===== src/stcPkg.sv =====
// STC modulator shared widths, types, register map and frame constants
`default_nettype none

package stcPkg;

    //**************************************************************************
    // Data widths and types
    //**************************************************************************
    localparam int SampleW = 18;
    localparam int DacW    = 14;
    localparam int GainW   = 16;
    localparam int PnW     = 24;  // Longest PN register

    typedef logic signed [SampleW-1:0] sampleT;
    typedef logic signed [GainW-1:0]   gainT;
    typedef logic [PnW-1:0]            pnTapsT;
    typedef logic [4:0]                pnLenT;
    typedef logic [DacW-1:0]           dacWordT;
    typedef logic [3:0]                busAddrT;
    typedef logic [31:0]               busDataT;

    //**************************************************************************
    // Register map
    //**************************************************************************
    typedef enum logic [3:0] {
        RegVersion  = 4'd0,  // Read only
        RegPnTaps   = 4'd1,
        RegPnLength = 4'd2,
        RegControl  = 4'd3,
        RegGain0    = 4'd4,
        RegGain1    = 4'd5
    } regAddrE;

    // RegControl fields
    localparam int CtlTxEnable = 0;
    localparam int CtlDac0Lsb  = 4;
    localparam int CtlDac1Lsb  = 8;

    localparam pnLenT PnLenReset = 5'd23;  // 24-bit sequence out of reset

    // DAC sources, unused codes fall back to channel 0
    typedef enum logic [3:0] {
        SrcCh0   = 4'd0,
        SrcCh1   = 4'd1,
        SrcTx    = 4'd2,
        SrcBits  = 4'd3,
        SrcFrame = 4'd4
    } dacSourceE;

    // Frame layout
    localparam int FrameLen = 32;
    localparam int SyncLen  = 8;
    localparam logic [SyncLen-1:0] SyncWord0 = 8'hB8;
    localparam logic [SyncLen-1:0] SyncWord1 = 8'h47;

endpackage

`default_nettype wire


===== src/stcIfs.sv =====
// Configuration and symbol interfaces between the STC modulator blocks
`timescale 1ns/1ps
`default_nettype none

// Register settings fanned out from the decoder
interface stcCfgIf import stcPkg::*; ();

    pnTapsT    pnTaps;
    pnLenT     pnLength;
    logic      txEnable;
    gainT      gain0;
    gainT      gain1;
    dacSourceE dac0Source;
    dacSourceE dac1Source;

    modport decoder (
        output pnTaps, pnLength, txEnable,
        output gain0, gain1,
        output dac0Source, dac1Source
    );

    modport user (
        input pnTaps, pnLength, txEnable,
        input gain0, gain1,
        input dac0Source, dac1Source
    );

endinterface

// Channel bit pair per symbol, no back-pressure
interface stcSymIf;

    logic sym0;
    logic sym1;
    logic symValid;    // One cycle per symbol
    logic frameStart;  // Symbol 0 of a frame

    modport framer (
        output sym0, sym1, symValid, frameStart
    );

    modport sink (
        input sym0, sym1, symValid, frameStart
    );

endinterface

`default_nettype wire


===== src/dacOutput.sv =====
// DAC output path: bit mapping, channel sum, source select and offset-binary format
`timescale 1ns/1ps
`default_nettype none

module dacOutput import stcPkg::*; (
    input  logic    clk,
    input  logic    reset,
    stcCfgIf.user   cfg,
    stcSymIf.sink   sym,
    output dacWordT dac0Data,
    output dacWordT dac1Data,
    output logic    dacValid,
    output logic    dacFrameStart
);

    localparam sampleT  BitLevel   = sampleT'(1) << (SampleW - 2);  // 18'h10000
    localparam sampleT  FrameLevel = sampleT'(1) << (SampleW - 1);  // 18'h20000
    localparam dacWordT DacMid     = dacWordT'(1) << (DacW - 1);

    sampleT gain0Ext;
    sampleT gain1Ext;
    sampleT ch0Sample;
    sampleT ch1Sample;
    sampleT txSample;
    sampleT dac0Sample;
    sampleT dac1Sample;
    logic   stage1Valid;
    logic   stage1Frame;

    function automatic sampleT selectSource(input dacSourceE src, input logic ownBit);
        sampleT result;
        case (src)
            SrcCh1:   result = ch1Sample;
            SrcTx:    result = txSample;
            SrcBits:  result = ownBit ? BitLevel : '0;
            SrcFrame: result = sym.frameStart ? FrameLevel : (sym.sym0 ? BitLevel : '0);
            default:  result = ch0Sample;  // SrcCh0 and unused codes
        endcase
        return result;
    endfunction

    // Top bits with the sign flipped
    function automatic dacWordT toOffsetBinary(input sampleT s);
        return {~s[SampleW-1], s[SampleW-2:SampleW-DacW]};
    endfunction

    //**************************************************************************
    // Stage 1, bit to amplitude and source select
    //**************************************************************************
    assign gain0Ext  = sampleT'(cfg.gain0);
    assign gain1Ext  = sampleT'(cfg.gain1);
    assign ch0Sample = sym.sym0 ? gain0Ext : -gain0Ext;
    assign ch1Sample = sym.sym1 ? gain1Ext : -gain1Ext;
    assign txSample  = ch0Sample + ch1Sample;  // Cannot overflow 18 bits

    always_ff @(posedge clk) begin
        if (sym.symValid) begin
            dac0Sample <= selectSource(cfg.dac0Source, sym.sym0);
            dac1Sample <= selectSource(cfg.dac1Source, sym.sym1);
        end
    end

    //**************************************************************************
    // Stage 2, DAC format
    //**************************************************************************
    always_ff @(posedge clk) begin
        if (reset) begin
            stage1Valid   <= 1'b0;
            stage1Frame   <= 1'b0;
            dacValid      <= 1'b0;
            dacFrameStart <= 1'b0;
            dac0Data      <= DacMid;
            dac1Data      <= DacMid;
        end else begin
            stage1Valid   <= sym.symValid;
            stage1Frame   <= sym.symValid && sym.frameStart;
            dacValid      <= stage1Valid;
            dacFrameStart <= stage1Frame;
            if (stage1Valid) begin
                dac0Data <= toOffsetBinary(dac0Sample);
                dac1Data <= toOffsetBinary(dac1Sample);
            end
        end
    end

endmodule

`default_nettype wire


===== src/pnGenerator.sv =====
// Programmable-length Galois PN sequence generator
`timescale 1ns/1ps
`default_nettype none

module pnGenerator import stcPkg::*; (
    input  logic  clk,
    input  logic  reset,
    stcCfgIf.user cfg,
    input  logic  pnStep,
    input  logic  pnRestart,
    output logic  pnBit
);

    logic [5:0] activeLen;  // pnLength + 1, may exceed PnW
    pnTapsT     lenMask;
    pnTapsT     tapsMasked;
    pnTapsT     shifted;
    pnTapsT     pnState;

    assign activeLen  = cfg.pnLength + 6'd1;
    assign lenMask    = ~({PnW{1'b1}} << activeLen);
    assign tapsMasked = cfg.pnTaps & lenMask;

    // Shift right, fold taps back in when a one drops out
    assign shifted = {1'b0, pnState[PnW-1:1]} ^ (pnState[0] ? tapsMasked : '0);

    always_ff @(posedge clk) begin
        if (reset || pnRestart) begin
            pnState <= lenMask;  // All ones over the active length
        end else begin
            // Masking every cycle also trims the state after a length change
            pnState <= (pnStep ? shifted : pnState) & lenMask;
        end
    end

    assign pnBit = pnState[0];

endmodule

`default_nettype wire


===== src/stcFramer.sv =====
// STC framer: symbol timing, sync word insertion and channel bit pairing
`timescale 1ns/1ps
`default_nettype none

module stcFramer import stcPkg::*; #(
    parameter int SymbolDiv = 4
) (
    input  logic    clk,
    input  logic    reset,
    stcCfgIf.user   cfg,
    input  logic    pnBit,
    output logic    pnStep,
    output logic    pnRestart,
    stcSymIf.framer sym
);

    localparam int DivW     = $clog2(SymbolDiv);
    localparam int IdxW     = $clog2(FrameLen);
    localparam int SyncIdxW = $clog2(SyncLen);

    logic [DivW-1:0]     divCount;
    logic [IdxW-1:0]     symIndex;   // Position within the frame
    logic                symStrobe;
    logic                inSync;
    logic [SyncIdxW-1:0] syncBit;
    logic                prevBit;    // Last payload sym0 of this frame

    assign symStrobe = cfg.txEnable && (divCount == DivW'(SymbolDiv - 1));
    assign inSync    = (symIndex < IdxW'(SyncLen));
    assign syncBit   = SyncIdxW'(SyncLen - 1) - symIndex[SyncIdxW-1:0];  // MSB first

    assign pnStep    = symStrobe && !inSync;
    assign pnRestart = !cfg.txEnable;  // Keeps PN at all ones while idle

    //**************************************************************************
    // Symbol and frame counters
    //**************************************************************************
    always_ff @(posedge clk) begin
        if (reset || !cfg.txEnable) begin
            divCount <= '0;
            symIndex <= '0;
        end else if (symStrobe) begin
            divCount <= '0;
            if (symIndex == IdxW'(FrameLen - 1)) begin
                symIndex <= '0;
            end else begin
                symIndex <= symIndex + 1'b1;
            end
        end else begin
            divCount <= divCount + 1'b1;
        end
    end

    // Strobes
    always_ff @(posedge clk) begin
        if (reset) begin
            sym.symValid   <= 1'b0;
            sym.frameStart <= 1'b0;
        end else begin
            sym.symValid   <= symStrobe;
            sym.frameStart <= symStrobe && (symIndex == '0);
        end
    end

    // Channel bits, held between symbols
    always_ff @(posedge clk) begin
        if (symStrobe) begin
            if (inSync) begin
                sym.sym0 <= SyncWord0[syncBit];
                sym.sym1 <= SyncWord1[syncBit];
            end else begin
                sym.sym0 <= pnBit;
                // Pair with the inverse of the previous payload bit
                sym.sym1 <= (symIndex == IdxW'(SyncLen)) ? 1'b1 : !prevBit;
                prevBit  <= pnBit;
            end
        end
    end

endmodule

`default_nettype wire


===== src/stcModTop.sv =====
// Two-channel STC test modulator top level
`timescale 1ns/1ps
`default_nettype none

module stcModTop import stcPkg::*; #(
    parameter logic [15:0] VersionNumber = 16'd539,
    parameter int          SymbolDiv     = 4
) (
    input  logic    clk,
    input  logic    reset,

    // Register bus
    input  logic    busReq,
    input  logic    busWrite,
    input  busAddrT busAddr,
    input  busDataT busWrData,
    output logic    busAck,
    output busDataT busRdData,

    // DAC ports
    output dacWordT dac0Data,
    output dacWordT dac1Data,
    output logic    dacValid,
    output logic    dacFrameStart
);

    stcCfgIf cfgBus ();
    stcSymIf symBus ();

    logic pnStep;
    logic pnRestart;
    logic pnBit;

    //**************************************************************************
    // Decode
    //**************************************************************************
    stcRegDecode #(
        .VersionNumber(VersionNumber)
    ) regDecode (
        .clk       (clk),
        .reset     (reset),
        .busReq    (busReq),
        .busWrite  (busWrite),
        .busAddr   (busAddr),
        .busWrData (busWrData),
        .busAck    (busAck),
        .busRdData (busRdData),
        .cfg       (cfgBus)
    );

    //**************************************************************************
    // Execute, PN source and framer
    //**************************************************************************
    pnGenerator pnGen (
        .clk       (clk),
        .reset     (reset),
        .cfg       (cfgBus),
        .pnStep    (pnStep),
        .pnRestart (pnRestart),
        .pnBit     (pnBit)
    );

    stcFramer #(
        .SymbolDiv(SymbolDiv)
    ) framer (
        .clk       (clk),
        .reset     (reset),
        .cfg       (cfgBus),
        .pnBit     (pnBit),
        .pnStep    (pnStep),
        .pnRestart (pnRestart),
        .sym       (symBus)
    );

    // Result
    dacOutput dacOut (
        .clk           (clk),
        .reset         (reset),
        .cfg           (cfgBus),
        .sym           (symBus),
        .dac0Data      (dac0Data),
        .dac1Data      (dac1Data),
        .dacValid      (dacValid),
        .dacFrameStart (dacFrameStart)
    );

endmodule

`default_nettype wire


===== src/stcRegDecode.sv =====
// Register bus decoder with four-phase req/ack handshake and config register file
`timescale 1ns/1ps
`default_nettype none

module stcRegDecode import stcPkg::*; #(
    parameter logic [15:0] VersionNumber = 16'd539
) (
    input  logic     clk,
    input  logic     reset,
    input  logic     busReq,
    input  logic     busWrite,
    input  busAddrT  busAddr,
    input  busDataT  busWrData,
    output logic     busAck,
    output busDataT  busRdData,
    stcCfgIf.decoder cfg
);

    typedef enum logic {
        HsIdle,
        HsAck
    } hsStateE;

    hsStateE   hsState;
    logic      access;   // One cycle per request
    regAddrE   regAddr;
    busDataT   readMux;

    pnTapsT    pnTaps;
    pnLenT     pnLength;
    logic      txEnable;
    gainT      gain0;
    gainT      gain1;
    dacSourceE dac0Source;
    dacSourceE dac1Source;

    assign regAddr = regAddrE'(busAddr);
    assign access  = (hsState == HsIdle) && busReq;
    assign busAck  = (hsState == HsAck);

    //**************************************************************************
    // Handshake FSM
    //**************************************************************************
    always_ff @(posedge clk) begin
        if (reset) begin
            hsState <= HsIdle;
        end else begin
            case (hsState)
                HsIdle:  hsState <= busReq ? HsAck : HsIdle;
                HsAck:   hsState <= busReq ? HsAck : HsIdle;  // Wait for req to drop
                default: hsState <= HsIdle;
            endcase
        end
    end

    // Register writes
    always_ff @(posedge clk) begin
        if (reset) begin
            pnTaps     <= '0;
            pnLength   <= PnLenReset;
            txEnable   <= 1'b0;
            gain0      <= '0;
            gain1      <= '0;
            dac0Source <= SrcCh0;
            dac1Source <= SrcCh0;
        end else if (access && busWrite) begin
            case (regAddr)
                RegPnTaps:   pnTaps <= busWrData[PnW-1:0];
                RegPnLength: pnLength <= busWrData[$bits(pnLenT)-1:0];
                RegControl: begin
                    txEnable   <= busWrData[CtlTxEnable];
                    dac0Source <= dacSourceE'(busWrData[CtlDac0Lsb +: 4]);
                    dac1Source <= dacSourceE'(busWrData[CtlDac1Lsb +: 4]);
                end
                RegGain0:    gain0 <= busWrData[GainW-1:0];
                RegGain1:    gain1 <= busWrData[GainW-1:0];
                default:     ;  // Version and unmapped ignored
            endcase
        end
    end

    // Read mux, unused bits stay zero
    always_comb begin
        readMux = '0;
        case (regAddr)
            RegVersion:  readMux[15:0] = VersionNumber;
            RegPnTaps:   readMux[PnW-1:0] = pnTaps;
            RegPnLength: readMux[$bits(pnLenT)-1:0] = pnLength;
            RegControl: begin
                readMux[CtlTxEnable]     = txEnable;
                readMux[CtlDac0Lsb +: 4] = dac0Source;
                readMux[CtlDac1Lsb +: 4] = dac1Source;
            end
            RegGain0:    readMux[GainW-1:0] = gain0;
            RegGain1:    readMux[GainW-1:0] = gain1;
            default:     readMux = '0;
        endcase
    end

    always_ff @(posedge clk) begin
        if (access) begin
            busRdData <= readMux;  // Held while busAck is high
        end
    end

    assign cfg.pnTaps     = pnTaps;
    assign cfg.pnLength   = pnLength;
    assign cfg.txEnable   = txEnable;
    assign cfg.gain0      = gain0;
    assign cfg.gain1      = gain1;
    assign cfg.dac0Source = dac0Source;
    assign cfg.dac1Source = dac1Source;

endmodule

`default_nettype wire


===== config.mk =====
export PLATFORM = sky130hd
export DESIGN_NAME = stcModTop
export DESIGN_NICKNAME = d
export VERILOG_FILES = /design/src/stcPkg.sv /design/src/stcIfs.sv /design/src/dacOutput.sv /design/src/pnGenerator.sv /design/src/stcFramer.sv /design/src/stcModTop.sv /design/src/stcRegDecode.sv
export SDC_FILE = /design/constraint.sdc
export NUM_CORES = 1
export LEC_CHECK = 0
export BUFFER_PORTS_ARGS = -buffer_cell sky130_fd_sc_hd__buf_2
export CAP_MARGIN = 30
export CORE_MARGIN = 1
export CORE_UTILIZATION = 55
export CTS_CLUSTER_SIZE = 8
export DETAILED_ROUTE_END_ITERATION = 12
export GPL_TIMING_DRIVEN = 0
export PLACE_DENSITY = 0.84
export SYNTH_ARGS = -nofsm -noshare
export SYNTH_HDL_FRONTEND = slang
export SYNTH_HIERARCHICAL = 1
export SYNTH_SLANG_ARGS = --single-unit

===== constraint.sdc =====
create_clock -name clk -period 4.1 [get_ports clk]
set_input_delay 0.82 -clock clk [delete_from_list [all_inputs] [get_ports clk]]
set_output_delay 0.82 -clock clk [all_outputs]
set_load 0.02 [all_outputs]

==> results of run 1 <==
## final timing paths
check	slack [ns]	to	depth (start not counted)	start
hold / removal	0.44	framer/divCount[0]	1	framer/divCount[0]
setup / recovery	0.14	dacOut/dac1Sample[17]	17	regDecode/cfg.gain0[0]
hold reg to reg	0.44	framer/divCount[0]	1	framer/divCount[0]
setup reg to reg	0.14	dacOut/dac1Sample[17]	17	regDecode/cfg.gain0[0]
## stage by stage
step	hold WS (ns)	setup TNS, ns	setup slack [ns]	utilization [%]	power, mW
final	0.440	0	0.144	64.7	3.93
after global routing	0.446	0	0.00468	64.7	4.05
after CTS	0.441	0	0.00128	64.3	3.94
after detailed placement	0.424	-0.0674	-0.0588	61.1	2.34
after global placement	0.413	0	0.0980	60.8	2.34
after floorplan	0.406	0	0.558	-	2.24
## kinds of logic (layout without fill, tap and decap cells)
family | count (synthesis) | after routing | share of synthesized area, %
adders and majority gates | 25 | 25 | 3.04
DFF | 191 | 191 | 42.5
and+or+nand+nor | 316 | 316 | 16.5
buffers and inverters | 126 | 245 | 6.01
xor gates and xnor gates | 65 | 65 | 5.78
AOI/OAI and AO/OA | 318 | 318 | 20.0
other | 1 | 8 | 0.0364
muxes | 62 | 62 | 6.20
## state kept, by name (all words and copies together), names as in the netlist, 4 cells and up
register	cells
dacOut/dac1Data	14
regDecode/cfg.dac1Source	4
regDecode/busRdData	24
regDecode/cfg.gain0	16
regDecode/cfg.pnTaps	24
framer/symIndex	5
dacOut/dac0Data	14
pnGen/pnState	24
regDecode/cfg.gain1	16
regDecode/cfg.dac0Source	4
dacOut/dac1Sample	14
regDecode/cfg.pnLength	5
dacOut/dac0Sample	14
## layer usage
metal | vias up | GRT usage, % | share of wire [%]
met2 | 457 | 49.5 | 49
met3 | 95 | 6.04 | 7.3
met1 | 4220 | 34.6 | 39
li1 | 4218 | - | -
met5 | - | 0 | 0
met4 | 0 | 15.6 | 4.8
## power breakdown
group / internal [mW] / leakage (nW) / switching [mW]
Combinational: 0.121 / 2.60 / 0.223
Clock: 0.810 / 0.281 / 0.797
Sequential: 1.96 / 1.63 / 0.0143
Total: 2.89 / 4.51 / 1.03
## layout make-up
| type | instances | area share (%) |
|---|---|---|
| tap | 229 | 2.44 |
| timing repair buffer | 88 | 4.03 |
| clock buffer | 17 | 3.62 |
| inverter | 37 | 1.18 |
| multi-input combinational | 794 | 46.1 |
| clock inverter | 15 | 1.26 |
| buffer | 88 | 4.08 |
| sequential | 191 | 37.3 |
## synth_stat cells (3+ instances only)
cell type	n	area (um^2)
buf_6	11	124
buf_4	12	90.1
dfxtp_1	136	2720
buf_2	15	75.1
xor2_1	21	184
inv_1	36	135
nand2_1	57	214
mux2_2	4	45.0
edfxtp_1	55	1650
a31oi_1	6	37.5
o21ai_1	18	90.1
a21boi_0	4	30.0
a221oi_1	27	236
and2_1	11	68.8
nor2b_1	12	75.1
nor3b_1	3	22.5
nand3b_1	3	22.5
a32o_1	4	40.0
o21ai_0	65	325
buf_1	7	26.3
a211oi_2	5	62.6
nor2_1	85	319
nor4b_1	6	52.6
a211o_1	4	35.0
a221o_1	10	100
o21a_1	3	22.5
and3_1	4	25.0
a21oi_1	124	621
mux2i_1	57	571
xnor2_1	42	368
nand2b_1	20	125
o22a_1	3	26.3
a22oi_1	11	82.6
nand3_1	62	310
nor3_1	16	80.1
ha_1	25	313
clkbuf_1	44	165
nand4b_1	10	87.6
a2bb2oi_2	4	60.1
a21o_1	7	52.6
## critical path, cell delays in order, from the launching register on
cell and delay, ns:
dfxtp_2 0.40, inv_1 0.06, ha_1 0.20, nor2b_1 0.16, and3_2 0.26, a21oi_2 0.19, xnor2_2 0.16, inv_1 0.08
ha_1 0.33, and3_1 0.19, a22o_1 0.22, a311o_1 0.36, a21oi_4 0.20, o211ai_2 0.16, a31oi_4 0.24, xnor2_2 0.11
a21o_1 0.19, a22oi_1 0.26
## repair_timing
item                                    4_1_cts  5_1_grt
resized for setup                             5       15
setup buffers                                 0        0
endpoints found under the setup margin        2       11
pin swaps                                     0        1
hold buffers                                  0        0
==> flow_metrics.env, run 1 <==
export IMPL_status="finished with violations"
export IMPL_violations="DRC"
export IMPL_ys_flop_type="dfxtp_1"
export IMPL_yosysSeqAreaShare_pct=42.5
export IMPL_insertion_delay_ns=0.44
export IMPL_synth_avg_cell_area_um2=9.33
export IMPL_placed_cells=1428
export IMPL_ir_drop_mv=0.307
export IMPL_multi_input_area_mm2=0.00542
export IMPL_arrival_ns=4.21
export IMPL_layout_common_cells="133 x dfxtp_1, 122 x a21oi_1, 103 x buf_2, 84 x nor2_1, 65 x o21ai_0"
export IMPL_clockRootBuffer="clkbuf_16"
export IMPL_clockBufferDepth=2
export IMPL_place_area_mm2=0.0111
export IMPL_grt_remaining_overflow=0
export IMPL_dr_pass1_iters=10
export IMPL_grt_max_degree=26
export IMPL_cp_max_fo=5
export IMPL_wirelength_mm=27.6
export IMPL_syn_to_final_growth_pct=14.0
export IMPL_design_area_mm2=0.0117
export IMPL_min_period_ns=3.96
export IMPL_rsz0062_at_grt="no"
export IMPL_cts_num_sinks=191
export IMPL_tightestPinTransition_ns=1.02
export IMPL_fin_nets=1282
export IMPL_drive_gt1_share_pct=17.9
export IMPL_drtIter0Drc=861
export IMPL_worstSetupPathType="reg -> reg"
export IMPL_cts_made_buffers=17
export IMPL_drc_errors=18
export IMPL_min_path_type="reg -> reg"
export IMPL_synth_edf_count=55
export IMPL_wire_per_inst_um=18.9
export IMPL_start_kind="flop"
export IMPL_core_area_mm2=0.0181
export IMPL_post_dp_hpwl_mm=20.4
export IMPL_io_buffer_count=85
export IMPL_max_cap_violations=0
export IMPL_htreeDepth=4
export IMPL_final_common_cell="dfxtp_1"
export IMPL_fin_cells=1459
export IMPL_relSlewSlack_pct=31.4
export IMPL_rows=49
export IMPL_hold_viol=0
export IMPL_end_kind="flop"
export IMPL_postSynthCellCount=1104
export IMPL_start_util_pct=56.8
export IMPL_num_vias=8990
export IMPL_ios=103
export IMPL_final_setup_skew_ns=0.0126
export IMPL_ys_types=86
export IMPL_fillCellCount=1478
export IMPL_dieArea_mm2=0.0193
export IMPL_clkTransAtPathRegs_ns=0.07
export IMPL_track_usage_pct=29.1
export IMPL_cts_tree="done"
export IMPL_synth_seq_cells=191
export IMPL_drtAntennaViolNets=0
export IMPL_async_flop_share_pct=0
export IMPL_register_area_mm2=0.00438
export IMPL_antenna_found_initial=0
export IMPL_required_ns=4.35
export IMPL_syn_area_mm2=0.0103
export IMPL_diodes=0
export IMPL_final_period_utilization_pct=96.5
export IMPL_vias_per_cell=6.16
export IMPL_first_global_vias=8412
export IMPL_setup_viol=0
export IMPL_place_congestion=0.960
export IMPL_dieHeight_um=139
export IMPL_yosys_warnings=6
export IMPL_report_final_slew_viol_count=0
export IMPL_clock_fmax_mhz=253
export IMPL_pwr_density_cell_mw_per_mm2=334
export IMPL_dieWidth_um=139
export IMPL_grt_pass1_wl_mm=44.2
export IMPL_power_leakage_nw=4.51
No activity file was read; power rests on OpenSTA's default activity.
==> run 2, diff against run 1 <==
- CORE_MARGIN: 1 -> 5
- clock period: 4.1 -> 4.6 ns (I/O delays scaled with it)
==> flow_metrics.env, run 2 (same netlist as run 1, synthesis figures left out) <==
export IMPL_status="completed"
export IMPL_final_setup_skew_ns=0.00919
export IMPL_cp_max_fo=5
export IMPL_cts_setup_buffers=0
export IMPL_rsz0062_at_grt="no"
export IMPL_cts_made_buffers=17
export IMPL_grt_remaining_overflow=0
export IMPL_setup_viol=0
export IMPL_worstSetupPathType="reg -> reg"
export IMPL_hold_viol=0
export IMPL_dp_worst_setup_slack_ns=0.480
export IMPL_cell_internal_pwr_mw=2.58
export IMPL_drtIter0Drc=986
export IMPL_clkTransAtPathRegs_ns=0.07
export IMPL_dieHeight_um=147
export IMPL_hold_depth=1
export IMPL_rows=50
export IMPL_ios=103
export IMPL_place_area_mm2=0.0111
export IMPL_dr_pass1_iters=6
export IMPL_insertion_delay_ns=0.44
export IMPL_r2r_slack_ns=0.35
export IMPL_register_area_mm2=0.00437
export IMPL_track_usage_pct=26.0
export IMPL_cts_tree="done"
export IMPL_r2r_cells=15
export IMPL_first_global_vias=8748
export IMPL_core_area_mm2=0.0186
export IMPL_dieArea_mm2=0.0216
export IMPL_drc_errors=0
export IMPL_design_area_mm2=0.0117
export IMPL_top_layer_used="met4"
export IMPL_min_period_ns=4.25
export IMPL_start_kind="flop"
export IMPL_fillCellCount=1536
export IMPL_final_period_utilization_pct=92.4
export IMPL_layout_common_cells="136 x dfxtp_1, 124 x a21oi_1, 101 x buf_2, 85 x nor2_1, 65 x o21ai_0"
export IMPL_fin_nets=1283
export IMPL_max_cap_violations=0
export IMPL_combPwrFrac_pct=8.9
export IMPL_relSlewSlack_pct=32.1
export IMPL_required_ns=4.77
export IMPL_cts_resized_gates=0
export IMPL_htreeDepth=4
export IMPL_tns_ns=0
export IMPL_pwr_density_cell_mw_per_mm2=297
export IMPL_arrival_ns=4.42
export IMPL_drtAntennaViolNets=0
export IMPL_final_common_cell="dfxtp_1"
export IMPL_tightestPinTransition_ns=1.00
export IMPL_largest_registers="pnGen/pnState: 24 flops, regDecode/busRdData: 24 flops, regDecode/cfg.pnTaps: 24 flops"
export IMPL_min_path_type="reg -> reg"
export IMPL_setup_ws_ns=0.351
export IMPL_clockBufferDepth=2
export IMPL_vias_per_cell=6.24
export IMPL_p_sw_share_pct=25.5
export IMPL_cts_num_sinks=191
export IMPL_cpPeakStageDelay_ns=0.50
export IMPL_grt_max_degree=26
export IMPL_wire_per_inst_um=19.5
export IMPL_wl_met2_mm=13.8
export IMPL_clock_fmax_mhz=235
export IMPL_grt_pass1_wl_mm=45.1
export IMPL_p_seq_share_pct=50.8
export IMPL_reg2reg_to="dacOut/dac0Sample[15]"
export IMPL_end_kind="flop"
export IMPL_slowest_stage="nor3_1"
export IMPL_ir_drop_mv=0.261
export IMPL_crit_buf_inv=1
export IMPL_drive_gt1_share_pct=16.3
export IMPL_rr_startpoint="regDecode/cfg.gain0[2]"
export IMPL_clockRootBuffer="clkbuf_16"
export IMPL_p_clk_share_pct=40.3
export IMPL_dieWidth_um=147
export IMPL_start_util_pct=55.4
export IMPL_post_dp_hpwl_mm=20.7
export IMPL_crit_cells=15
export IMPL_antenna_found_initial=0
export IMPL_multi_input_area_mm2=0.00534
export IMPL_report_final_slew_viol_count=0
export IMPL_power_leakage_nw=4.47
export IMPL_switching_power_uw=882
export IMPL_total_power_mw=3.46
export IMPL_wl_met3_mm=2.38
export IMPL_crit_family="compound AO/OA/AOI/OAI gates"
export IMPL_final_util_pct=62.7
export IMPL_num_vias=9150
export IMPL_cp_cell_sequence="nor3_1 -> and3_1 -> nor2_1 -> xnor2_1 -> inv_1 -> ha_1 -> and3_1 -> a22o_1 -> a311o_1 -> a21oi_2 -> o211ai_1 -> a21oi_1 -> xnor2_1 -> a221oi_1 -> a21oi_1"
export IMPL_cts_hold_buf=0
export IMPL_wl_met1_mm=11.0
export IMPL_syn_to_final_growth_pct=13.1
export IMPL_endpoint="dacOut/dac0Sample[15]"
export IMPL_crit_start="regDecode/cfg.gain0[2]"
export IMPL_io_buffer_count=85
export IMPL_wirelength_mm=28.7
export IMPL_place_congestion=0.933
[run 2: cell types whose count changed in the layout (fill, tap and decap cells not counted), moves of 3 or more]
cell / before / now
xnor2_2: 3 / 0
dfxtp_1: 133 / 136
inv_8: 3 / 0
dfxtp_2: 3 / 0
xnor2_1: 39 / 42
clkbuf_1: 43 / 46
[run 2: worst min-delay path by stage]
stage	start	to	slack, ns
3_3_place_gp	framer/divCount[0]	framer/divCount[0]	0.41
5_1_grt	framer/divCount[0]	framer/divCount[0]	0.44
4_1_cts	framer/divCount[0]	framer/divCount[0]	0.43
2_1_floorplan	framer/divCount[0]	framer/divCount[0]	0.41
6_report	framer/divCount[0]	framer/divCount[0]	0.43
3_5_place_dp	framer/divCount[0]	framer/divCount[0]	0.42
[run 2: final cells by class]
class	instances	share of cell area (%)
Multi-Input combinational cell	794	45.8
Sequential cell	191	37.5
Timing Repair Buffer	88	4.17
Buffer	89	4.12
Clock buffer	21	3.95
Tap cell	234	2.51
Inverter	37	1.19
Clock inverter	11	0.698
Antenna cell	1	0.0215
[run 2: routing by layer]
layer / track usage, % / vias to the layer above
li1: - / 4208
met1: 31.0 / 4294
met2: 43.8 / 534
met3: 5.21 / 114
met4: 14.6 / 0
met5: 0 / -
[run 2: power groups by stage]
stage               clock network, mW  logic (mW)  registers, mW
detailed placement                  0       0.298           1.80
floorplan                           0       0.189           1.81
CTS                              1.40       0.300           1.76
global route                     1.48       0.327           1.76
finish                           1.40       0.308           1.76
global placement                    0       0.288           1.80
[run 2: metrics by stage]
stage / hold slack [ns] / std cells
global route: 0.441 / 1465
global placement: 0.413 / 1430
detailed placement: 0.419 / 1433
floorplan: 0.406 / 1111
finish: 0.431 / 1466
CTS: 0.430 / 1465
